--- src/source/axi_lite_pkg.sv ---
package axi_lite_pkg;

	localparam int ADDR_WIDTH = 5;

	// Response codes
	localparam logic [1:0] RESP_OKAY = 2'b00;
	localparam logic [1:0] RESP_SLVERR = 2'b10;

	// Register map
	localparam logic [ADDR_WIDTH-1:0] REG_OPERAND_A = 5'h00;
	localparam logic [ADDR_WIDTH-1:0] REG_OPERAND_B = 5'h04;
	// Bit 0 selects ITOF, any write launches
	localparam logic [ADDR_WIDTH-1:0] REG_CONTROL = 5'h08;
	// Bit 0 done, bit 1 busy
	localparam logic [ADDR_WIDTH-1:0] REG_STATUS = 5'h0c;
	localparam logic [ADDR_WIDTH-1:0] REG_RESULT = 5'h10;

	// Master to slave, write side
	typedef struct packed
	{
		logic awvalid;
		logic [ADDR_WIDTH-1:0] awaddr;
		logic wvalid;
		logic [31:0] wdata;
		logic [3:0] wstrb;
		logic bready;
	} axi_write_req_t;

	typedef struct packed
	{
		logic awready;
		logic wready;
		logic bvalid;
		logic [1:0] bresp;
	} axi_write_rsp_t;

	typedef struct packed
	{
		logic arvalid;
		logic [ADDR_WIDTH-1:0] araddr;
		logic rready;
	} axi_read_req_t;

	typedef struct packed
	{
		logic arready;
		logic rvalid;
		logic [31:0] rdata;
		logic [1:0] rresp;
	} axi_read_rsp_t;

endpackage

--- src/source/fp_format_pkg.sv ---
package fp_format_pkg;

	// Operations a launch can request
	typedef enum logic [1:0]
	{
		OP_FMUL = 2'd0,
		OP_ITOF = 2'd1
	} fp_operation_t;

	localparam int EXPONENT_BIAS = 127;
	// Biased exponent of an integer held in the low bits, binary point below bit 0
	localparam int ITOF_EXPONENT = 150;
	// 24-bit significand times 32-bit multiplier
	localparam int PRODUCT_WIDTH = 56;
	// Quiet NaN returned for every NaN result
	localparam logic [31:0] CANONICAL_NAN = 32'h7fc00000;

	// IEEE single precision layout
	typedef struct packed
	{
		logic sign;
		logic [7:0] exponent;
		logic [22:0] significand;
	} float_fields_t;

	// Same operand word seen as a float or as a signed integer
	typedef union packed
	{
		float_fields_t fields;
		logic signed [31:0] int_value;
	} fp_operand_u;

	typedef struct packed
	{
		logic valid;
		fp_operation_t operation;
		fp_operand_u operand_a;
		fp_operand_u operand_b;
	} fp_issue_t;

	typedef struct packed
	{
		logic valid;
		logic [23:0] multiplicand;
		logic [31:0] multiplier;
		logic [7:0] exponent;
		logic sign;
		logic overflow;
	} stage1_result_t;

	typedef struct packed
	{
		logic valid;
		logic [PRODUCT_WIDTH-1:0] product;
		logic [7:0] exponent;
		logic sign;
		logic overflow;
	} product_result_t;

	typedef struct packed
	{
		logic is_nan;
		logic is_infinity;
		logic is_zero;
		logic inf_times_zero;
	} special_class_t;

	typedef struct packed
	{
		logic valid;
		logic [31:0] word;
	} fp_result_t;

endpackage
--- src/source/fp_mul_unit.sv ---
`timescale 1ns/100ps

module fp_mul_unit
(
	input logic clk,
	input logic reset,
	input axi_lite_pkg::axi_write_req_t write_req,
	output axi_lite_pkg::axi_write_rsp_t write_rsp,
	input axi_lite_pkg::axi_read_req_t read_req,
	output axi_lite_pkg::axi_read_rsp_t read_rsp
);
	import fp_format_pkg::*;

	fp_issue_t issue;
	stage1_result_t stage1;
	product_result_t product;
	special_class_t special;
	fp_result_t result;

	fp_mul_axi_regs i_fp_mul_axi_regs
	(
		.clk(clk),
		.reset(reset),
		.write_req(write_req),
		.write_rsp(write_rsp),
		.read_req(read_req),
		.read_rsp(read_rsp),
		.issue(issue),
		.result(result)
	);

	// Exponent path and significand setup
	fp_multiplier_stage1 i_fp_multiplier_stage1
	(
		.clk(clk),
		.reset(reset),
		.issue(issue),
		.stage1(stage1)
	);

	// Runs beside stage1 and the multiplier
	fp_special_classifier i_fp_special_classifier
	(
		.clk(clk),
		.reset(reset),
		.issue(issue),
		.special(special)
	);

	fp_significand_multiplier i_fp_significand_multiplier
	(
		.clk(clk),
		.reset(reset),
		.stage1(stage1),
		.product(product)
	);

	fp_normalize_round i_fp_normalize_round
	(
		.clk(clk),
		.reset(reset),
		.product(product),
		.special(special),
		.result(result)
	);

endmodule

--- src/source/fp_mul_axi_regs.sv ---
`timescale 1ns/100ps

module fp_mul_axi_regs
(
	input logic clk,
	input logic reset,
	input axi_lite_pkg::axi_write_req_t write_req,
	output axi_lite_pkg::axi_write_rsp_t write_rsp,
	input axi_lite_pkg::axi_read_req_t read_req,
	output axi_lite_pkg::axi_read_rsp_t read_rsp,
	output fp_format_pkg::fp_issue_t issue,
	input fp_format_pkg::fp_result_t result
);
	import axi_lite_pkg::*;
	import fp_format_pkg::*;

	fp_operand_u operand_a;
	fp_operand_u operand_b;
	fp_operation_t operation;
	logic [31:0] result_word;
	logic launch;
	logic busy;
	logic done;
	logic bvalid;
	logic [1:0] bresp;
	logic rvalid;
	logic [31:0] rdata;
	logic [1:0] rresp;
	logic write_fire;
	logic read_fire;
	logic write_mapped;
	logic control_write;
	logic launch_accept;
	logic read_mapped;
	logic [31:0] read_data;

	// Address and data accepted in the same cycle
	assign write_fire = write_req.awvalid && write_req.wvalid && !bvalid;
	assign read_fire = read_req.arvalid && !rvalid;
	assign write_mapped = write_req.awaddr inside
		{REG_OPERAND_A, REG_OPERAND_B, REG_CONTROL, REG_STATUS, REG_RESULT};
	assign control_write = write_fire && write_req.awaddr == REG_CONTROL;
	// Launch only from idle
	assign launch_accept = control_write && !busy;

	always_comb
	begin
		read_mapped = 1'b1;
		case (read_req.araddr)
			REG_OPERAND_A: read_data = operand_a;
			REG_OPERAND_B: read_data = operand_b;
			REG_CONTROL: read_data = {31'd0, operation == OP_ITOF};
			REG_STATUS: read_data = {30'd0, busy, done};
			REG_RESULT: read_data = result_word;
			default:
			begin
				read_data = '0;
				read_mapped = 1'b0;
			end
		endcase
	end

	always_ff @(posedge clk, posedge reset)
	begin
		if (reset)
		begin
			launch <= 1'b0;
			busy <= 1'b0;
			done <= 1'b0;
			bvalid <= 1'b0;
			rvalid <= 1'b0;
		end
		else
		begin
			// One cycle issue pulse
			launch <= launch_accept;
			if (launch_accept)
			begin
				busy <= 1'b1;
				done <= 1'b0;
			end
			else if (result.valid)
			begin
				busy <= 1'b0;
				done <= 1'b1;
			end
			if (write_fire)
				bvalid <= 1'b1;
			else if (write_req.bready)
				bvalid <= 1'b0;
			if (read_fire)
				rvalid <= 1'b1;
			else if (read_req.rready)
				rvalid <= 1'b0;
		end
	end

	always_ff @(posedge clk)
	begin
		if (write_fire)
		begin
			for (int lane = 0; lane < 4; lane++)
				if (write_req.wstrb[lane])
				begin
					if (write_req.awaddr == REG_OPERAND_A)
						operand_a[lane*8 +: 8] <= write_req.wdata[lane*8 +: 8];
					if (write_req.awaddr == REG_OPERAND_B)
						operand_b[lane*8 +: 8] <= write_req.wdata[lane*8 +: 8];
				end
			// Busy control write or unknown offset
			if (!write_mapped || (control_write && busy))
				bresp <= RESP_SLVERR;
			else
				bresp <= RESP_OKAY;
		end
		if (launch_accept)
			operation <= write_req.wdata[0] ? OP_ITOF : OP_FMUL;
		// Captured even while a channel is stalled
		if (result.valid)
			result_word <= result.word;
		if (read_fire)
		begin
			rdata <= read_data;
			rresp <= read_mapped ? RESP_OKAY : RESP_SLVERR;
		end
	end

	assign write_rsp = '{awready: !bvalid, wready: !bvalid, bvalid: bvalid, bresp: bresp};
	assign read_rsp = '{arready: !rvalid, rvalid: rvalid, rdata: rdata, rresp: rresp};
	assign issue = '{valid: launch, operation: operation, operand_a: operand_a,
		operand_b: operand_b};

	bvalid_held: assert property (@(posedge clk) disable iff (reset)
		bvalid && !write_req.bready |=> bvalid)
		else $error("bvalid dropped before bready");

	rvalid_held: assert property (@(posedge clk) disable iff (reset)
		rvalid && !read_req.rready |=> rvalid)
		else $error("rvalid dropped before rready");

	// Pipeline output only for a launched operation
	result_only_when_busy: assert property (@(posedge clk) disable iff (reset)
		result.valid |-> busy)
		else $error("result arrived while idle");

endmodule

--- src/source/fp_normalize_round.sv ---
`timescale 1ns/100ps

module fp_normalize_round
(
	input logic clk,
	input logic reset,
	input fp_format_pkg::product_result_t product,
	input fp_format_pkg::special_class_t special,
	output fp_format_pkg::fp_result_t result
);
	import fp_format_pkg::*;

	logic [5:0] lead_position;
	logic [PRODUCT_WIDTH-1:0] shifted;
	logic [22:0] significand;
	logic signed [9:0] adjusted_exponent;
	logic [31:0] result_word;

	// Highest set bit wins
	always_comb
	begin
		lead_position = '0;
		for (int i = 0; i < PRODUCT_WIDTH; i++)
			if (product.product[i])
				lead_position = 6'(i);
	end

	// Leading one to the top, then keep the next 23 bits
	assign shifted = product.product << (6'(PRODUCT_WIDTH - 1) - lead_position);
	assign significand = shifted[PRODUCT_WIDTH-2 -: 23];

	// 1.0 times 1.0 puts the leading one at bit 46
	assign adjusted_exponent = $signed({2'b00, product.exponent})
		+ $signed({4'b0000, lead_position}) - 10'sd46;

	always_comb
	begin
		if (special.is_nan || special.inf_times_zero)
			result_word = CANONICAL_NAN;
		else if (special.is_infinity || product.overflow || adjusted_exponent >= 10'sd255)
			result_word = {product.sign, 8'hff, 23'd0};
		else if (special.is_zero)
			result_word = {product.sign, 31'd0};
		else
			result_word = {product.sign, adjusted_exponent[7:0], significand};
	end

	always_ff @(posedge clk, posedge reset)
	begin
		if (reset)
			result.valid <= 1'b0;
		else
		begin
			result.valid <= product.valid;
			result.word <= result_word;
		end
	end

	// Classifier and multiplier agree on which items are ordinary
	finite_product_nonzero: assert property (@(posedge clk) disable iff (reset)
		product.valid && !(special.is_nan || special.is_infinity || special.is_zero
			|| special.inf_times_zero) |-> product.product != '0)
		else $error("zero product on an operand not flagged zero");

endmodule

--- src/source/fp_special_classifier.sv ---
`timescale 1ns/100ps

module fp_special_classifier
(
	input logic clk,
	input logic reset,
	input fp_format_pkg::fp_issue_t issue,
	output fp_format_pkg::special_class_t special
);
	import fp_format_pkg::*;

	logic nan_a;
	logic nan_b;
	logic inf_a;
	logic inf_b;
	logic zero_a;
	logic zero_b;
	special_class_t decoded;
	special_class_t decoded_q;

	// All ones exponent, significand tells NaN from infinity
	assign nan_a = &issue.operand_a.fields.exponent && |issue.operand_a.fields.significand;
	assign nan_b = &issue.operand_b.fields.exponent && |issue.operand_b.fields.significand;
	assign inf_a = &issue.operand_a.fields.exponent && !(|issue.operand_a.fields.significand);
	assign inf_b = &issue.operand_b.fields.exponent && !(|issue.operand_b.fields.significand);
	// Subnormals flush to zero too
	assign zero_a = issue.operand_a.fields.exponent == 8'd0;
	assign zero_b = issue.operand_b.fields.exponent == 8'd0;

	always_comb
	begin
		decoded = '0;
		if (issue.operation == OP_ITOF)
			decoded.is_zero = issue.operand_b.int_value == 32'sd0;
		else
		begin
			decoded.is_nan = nan_a || nan_b;
			decoded.inf_times_zero = (inf_a && zero_b) || (zero_a && inf_b);
			decoded.is_infinity = inf_a || inf_b;
			decoded.is_zero = zero_a || zero_b;
		end
	end

	// Two register delay, lines up with the product
	always_ff @(posedge clk, posedge reset)
	begin
		if (reset)
		begin
			decoded_q <= '0;
			special <= '0;
		end
		else
		begin
			decoded_q <= decoded;
			special <= decoded_q;
		end
	end

endmodule

--- src/source/fp_significand_multiplier.sv ---
`timescale 1ns/100ps

module fp_significand_multiplier
(
	input logic clk,
	input logic reset,
	input fp_format_pkg::stage1_result_t stage1,
	output fp_format_pkg::product_result_t product
);
	import fp_format_pkg::*;

	logic [PRODUCT_WIDTH-1:0] full_product;

	// Full width product, no bits dropped here
	assign full_product = PRODUCT_WIDTH'(stage1.multiplicand) * PRODUCT_WIDTH'(stage1.multiplier);

	always_ff @(posedge clk, posedge reset)
	begin
		if (reset)
			product.valid <= 1'b0;
		else
		begin
			product.valid <= stage1.valid;
			product.product <= full_product;
			// Exponent and sign just ride along
			product.exponent <= stage1.exponent;
			product.sign <= stage1.sign;
			product.overflow <= stage1.overflow;
		end
	end

endmodule

--- src/source/fp_multiplier_stage1.sv ---
`timescale 1ns/100ps

module fp_multiplier_stage1
(
	input logic clk,
	input logic reset,
	input fp_format_pkg::fp_issue_t issue,
	output fp_format_pkg::stage1_result_t stage1
);
	import fp_format_pkg::*;

	logic sign_a;
	logic sign_b;
	logic [7:0] exponent_a;
	logic [7:0] exponent_b;
	logic [23:0] multiplicand;
	logic [31:0] multiplier;
	logic [7:0] unbiased_a;
	logic [7:0] unbiased_b;
	logic [7:0] unbiased_sum;
	logic overflow;

	always_comb
	begin
		if (issue.operation == OP_ITOF)
		begin
			// Operand A becomes 1.0
			sign_a = 1'b0;
			exponent_a = 8'(EXPONENT_BIAS);
			multiplicand = 24'h800000;
			// Integer in operand B, unnormalized magnitude
			sign_b = issue.operand_b.int_value[31];
			exponent_b = 8'(ITOF_EXPONENT);
			if (sign_b)
				multiplier = 32'(-issue.operand_b.int_value);
			else
				multiplier = issue.operand_b.int_value;
		end
		else
		begin
			sign_a = issue.operand_a.fields.sign;
			exponent_a = issue.operand_a.fields.exponent;
			// Hidden bit only for nonzero exponent
			multiplicand = {exponent_a != 8'd0, issue.operand_a.fields.significand};
			sign_b = issue.operand_b.fields.sign;
			exponent_b = issue.operand_b.fields.exponent;
			multiplier = {8'd0, exponent_b != 8'd0, issue.operand_b.fields.significand};
		end
	end

	// Remove the bias, so the sum is plain two's complement
	assign unbiased_a = {~exponent_a[7], exponent_a[6:0]} + 8'd1;
	assign unbiased_b = {~exponent_b[7], exponent_b[6:0]} + 8'd1;
	assign unbiased_sum = unbiased_a + unbiased_b;

	// Wrap of the signed sum
	// Flushed zero operands never count, the classifier owns them
	assign overflow = unbiased_a[7] == unbiased_b[7] && unbiased_sum[7] != unbiased_a[7]
		&& exponent_a != 8'd0 && exponent_b != 8'd0;

	always_ff @(posedge clk, posedge reset)
	begin
		if (reset)
			stage1.valid <= 1'b0;
		else
		begin
			stage1.valid <= issue.valid;
			stage1.multiplicand <= multiplicand;
			stage1.multiplier <= multiplier;
			// Re-bias
			stage1.exponent <= {~unbiased_sum[7], unbiased_sum[6:0]} - 8'd1;
			stage1.sign <= sign_a ^ sign_b;
			stage1.overflow <= overflow;
		end
	end

	issue_operation_known: assert property (@(posedge clk) disable iff (reset)
		issue.valid |-> issue.operation inside {OP_FMUL, OP_ITOF})
		else $error("stage1 issue with undefined operation");

endmodule

--- config.mk ---
export PLATFORM = sky130hd
export DESIGN_NAME = fp_mul_unit
export DESIGN_NICKNAME = d
export VERILOG_FILES = /design/src/source/axi_lite_pkg.sv /design/src/source/fp_format_pkg.sv /design/src/source/fp_mul_unit.sv /design/src/source/fp_mul_axi_regs.sv /design/src/source/fp_normalize_round.sv /design/src/source/fp_special_classifier.sv /design/src/source/fp_significand_multiplier.sv /design/src/source/fp_multiplier_stage1.sv
export SDC_FILE = /design/constraint.sdc
export NUM_CORES = 2
export LEC_CHECK = 0
export ABC_AREA = 1
export BUFFER_PORTS_ARGS = -buffer_cell sky130_fd_sc_hd__clkbuf_2
export CORE_MARGIN = 4
export CORE_UTILIZATION = 32
export CTS_CLUSTER_DIAMETER = 100
export CTS_CLUSTER_SIZE = 16
export DETAILED_ROUTE_END_ITERATION = 10
export GPL_ROUTABILITY_DRIVEN = 0
export PLACE_DENSITY = 0.52
export SETUP_SLACK_MARGIN = 0.5
export SLEW_MARGIN = 20
export SYNTH_ARGS = -nofsm -noshare
export SYNTH_HDL_FRONTEND = slang
export SYNTH_SLANG_ARGS = --single-unit
--- constraint.sdc ---
create_clock -name clk -period 17.5 [get_ports clk]
set_input_delay 2.625 -clock clk [delete_from_list [all_inputs] [get_ports clk]]
set_output_delay 2.625 -clock clk [all_outputs]
set_load 0.005 [all_outputs]
==> out/metrics.cfg <==
[hold_path]
hp-class = reg2reg
worstHoldStart = i_fp_multiplier_stage1.stage1[66]

[die]
rows = 129
io_pins = 94
die_h_um = 362
die_x_um = 362
initial_core_util_pct = 32.3
design.die.area_um2 = 131000
coreArea_um2 = 124000

[critical_path]
crit_path_start = i_fp_multiplier_stage1.stage1[14]
cp.depth = 41
cpMaxStageDelayCell = edfxtp_1
worstSetupPathType = reg2reg
rr_startpoint = i_fp_multiplier_stage1.stage1[14]
r2r_slack_ns = 8.83
crit_required_ns = 17.81
cpMostUsedCell = fa_1
r2r_end = i_fp_significand_multiplier.product[64]
startpoint_type = flip-flop
worst_ep_arrival_time_ns = 8.99
max_stage_delay_ns = 1.03
endpoint = i_fp_significand_multiplier.product[64]
critPathBufInv = 6
crit_family = adder cells
cp_max_fo = 24
end_kind = flip-flop
r2r_cells = 41

[route]
drt-vias-per-instance = 4.77
drt-total-wl_mm = 112
detail-route-antenna-nets = 0
post_drt_wl_per_cell_um = 17.7
drc = 0
dr.pass1.iters = 5
vias = 30200
drtIter0Drc = 1935

[grt]
overflow = 0
grt_pass1_wl_mm = 181
grtUsageTotal_pct = 17.4
grt_max_degree = 119
grt_pass1_vias = 31800
antenna_found_initial = 3

[timing]
setup-tns-final_ns = 0
hold_ws_ns = 0.351
slew_headroom_pct = 31.4
setup_slack_ns = 8.83
hold_violations = 0
worst_slew_pin_slew_ns = 1.03
setup_viol = 0
rsz0062_at_grt = false
slew_viol_final = 0
fin_crit_sh_pct = 49.5
period_needed_ns = 8.67
clock.fmax_mhz = 115
fin_skew_ns = 0.0371

[synth]
synth_cell_types = 55
ys_warn_count = 0
synth_seq_area_share_pct = 23.1
synthCells = 4694
postSynthAreaPerCell_um2 = 8.55
syn-cell-area_um2 = 40100
async_reset_ff_share_pct = 5.14
synth_seq_cells = 311
synth_flop_cell = edfxtp_1
synth-edff-count = 295

[cts]
insertion_delay_ns = 0.58
cts_tree = built
path_clk_slew_ns = 0.08
cts_setup_buffers = 0
cts-buffers-inserted = 24
htreeDepth = 1
post_cts_resized = 0
hold_buffers = 0
cts_buffer_depth = 3
cts_root_buffer = clkbuf_16
clkSinkCount = 311

[outcome]
run_status = completed

[placed_design]
dp.cells = 6284
dpl.hpwl_mm = 88.1
numPortBuffers = 91
post_dp_cell_area_um2 = 42400
place_ws_ns = 8.67

[cells_and_area]
syn_to_final_growth_pct = 7.61
antenna_cells = 0
multi_input_area_um2 = 25900
final_cells = 6331
fillers = 12800
regArea_um2 = 9260
drive_above_1_share_pct = 5.73
nets = 5592
fin_area_um2 = 43200

[flow_run]
maxCapViolCount = 0

[pwr]
p_leak_uw = 0.0218
p_per_area_nw_per_um2 = 156
ir_worst_vdd_v = 0.000178

==> layer usage <==
layer | GRT usage (%) | routed length [um] | vias to the layer above
met4 | 3.16 | 2200 | 2
met3 | 2.21 | 6340 | 129
met1 | 24.2 | 50700 | 15200
met5 | 0 | 13 | -
li1 | - | - | 14000
met2 | 29.4 | 53000 | 821
==> cells in the mapped netlist (8+ instances only) <==
cell type	instances	share of area (%)
o21ai_1	8	0.10
buf_2	18	0.22
buf_1	10	0.094
nor3_1	30	0.37
nand3_1	363	4.5
nand4_1	26	0.41
nand2_2	16	0.25
inv_2	9	0.084
nor4_1	8	0.12
fa_1	660	33
dfrtp_1	16	1.0
nand3_2	10	0.25
xnor2_1	21	0.46
a21oi_1	105	1.3
edfxtp_1	295	22
clkbuf_1	175	1.6
inv_1	1102	10
o21ai_0	52	0.65
xor2_1	88	1.9
nand2_1	1225	11
o211ai_1	24	0.45
nor2_1	146	1.4
o21ai_2	8	0.17
ha_1	203	6.3
==> layout make-up <==
class,instances,area share [%]
Tap cell,1637,4.74
Multi-Input combinational cell,3058,59.9
Clock buffer,40,1.53
Inverter,1112,9.68
Timing Repair Buffer,169,2.51
Sequential cell,311,21.4
Clock inverter,4,0.171
==> metrics by stage <==
stage	power (uW)	util [%]
after floorplan	4830	-
after global placement	6180	34.1
after detailed placement	6120	34.2
after CTS	6800	34.8
after global routing	7480	34.8
final	6750	34.8
==> where the power goes <==
part           leakage [uW]  switching [uW]  total [uW]  internal (uW)
registers           0.00303            80.1        1240           1160
logic                0.0184            3080        4950           1870
clock network      0.000349             280         557            277
total                0.0218            3440        6750           3310
==> flip-flops by register name (all words and copies together), names as in the netlist <==
register and count:
i_fp_mul_axi_regs.bresp 1, i_fp_mul_axi_regs.busy 1, i_fp_mul_axi_regs.bvalid 1, i_fp_mul_axi_regs.done 1
i_fp_mul_axi_regs.launch 1, i_fp_mul_axi_regs.operand_a 32, i_fp_mul_axi_regs.operand_b 32, i_fp_mul_axi_regs.operation 1
i_fp_mul_axi_regs.rdata 32, i_fp_mul_axi_regs.result_word 32, i_fp_mul_axi_regs.rresp 1, i_fp_mul_axi_regs.rvalid 1
i_fp_multiplier_stage1.stage1 67, i_fp_normalize_round.result 33, i_fp_significand_multiplier.product 67, i_fp_special_classifier.decoded_q 4
i_fp_special_classifier.special 4
==> placed cells by master, fill, tap and decap left out, types with 28 or more instances in the layout <==
cell and n:
a21oi_1 105, buf_4 74, clkbuf_2 91, edfxtp_1 295, fa_1 660, ha_1 203, inv_1 1101, nand2_1 1224
nand3_1 363, nor2_1 144, nor3_1 28, o21ai_0 52, xor2_1 87
==> worst min path at each step <==
stage                                                         end  slack (ns)  depth (start not counted)
after floorplan                 i_fp_multiplier_stage1.stage1[66]        0.33                          0
after global placement         i_fp_special_classifier.special[0]        0.33                          0
after detailed placement  i_fp_significand_multiplier.product[66]        0.33                          0
after CTS                 i_fp_significand_multiplier.product[66]        0.35                          0
after global routing      i_fp_significand_multiplier.product[66]        0.36                          0
final                     i_fp_significand_multiplier.product[66]        0.35                          0
==> cells by family (layout without fill, tap and decap cells) <==
| logic type | Yosys count | after routing | share of synthesized area, % |
|---|---|---|---|
| flip-flops | 311 | 311 | 23.1 |
| AND/OR/NAND/NOR | 1838 | 1838 | 19.0 |
| AO/OA/AOI/OAI | 246 | 246 | 3.72 |
| adder cells (fa/ha/maj) | 863 | 863 | 39.2 |
| buffers and inverters | 1326 | 1325 | 12.6 |
| other | 1 | 2 | 0.00934 |
| XOR/XNOR | 109 | 109 | 2.38 |
(Power assumes the default switching activity.)
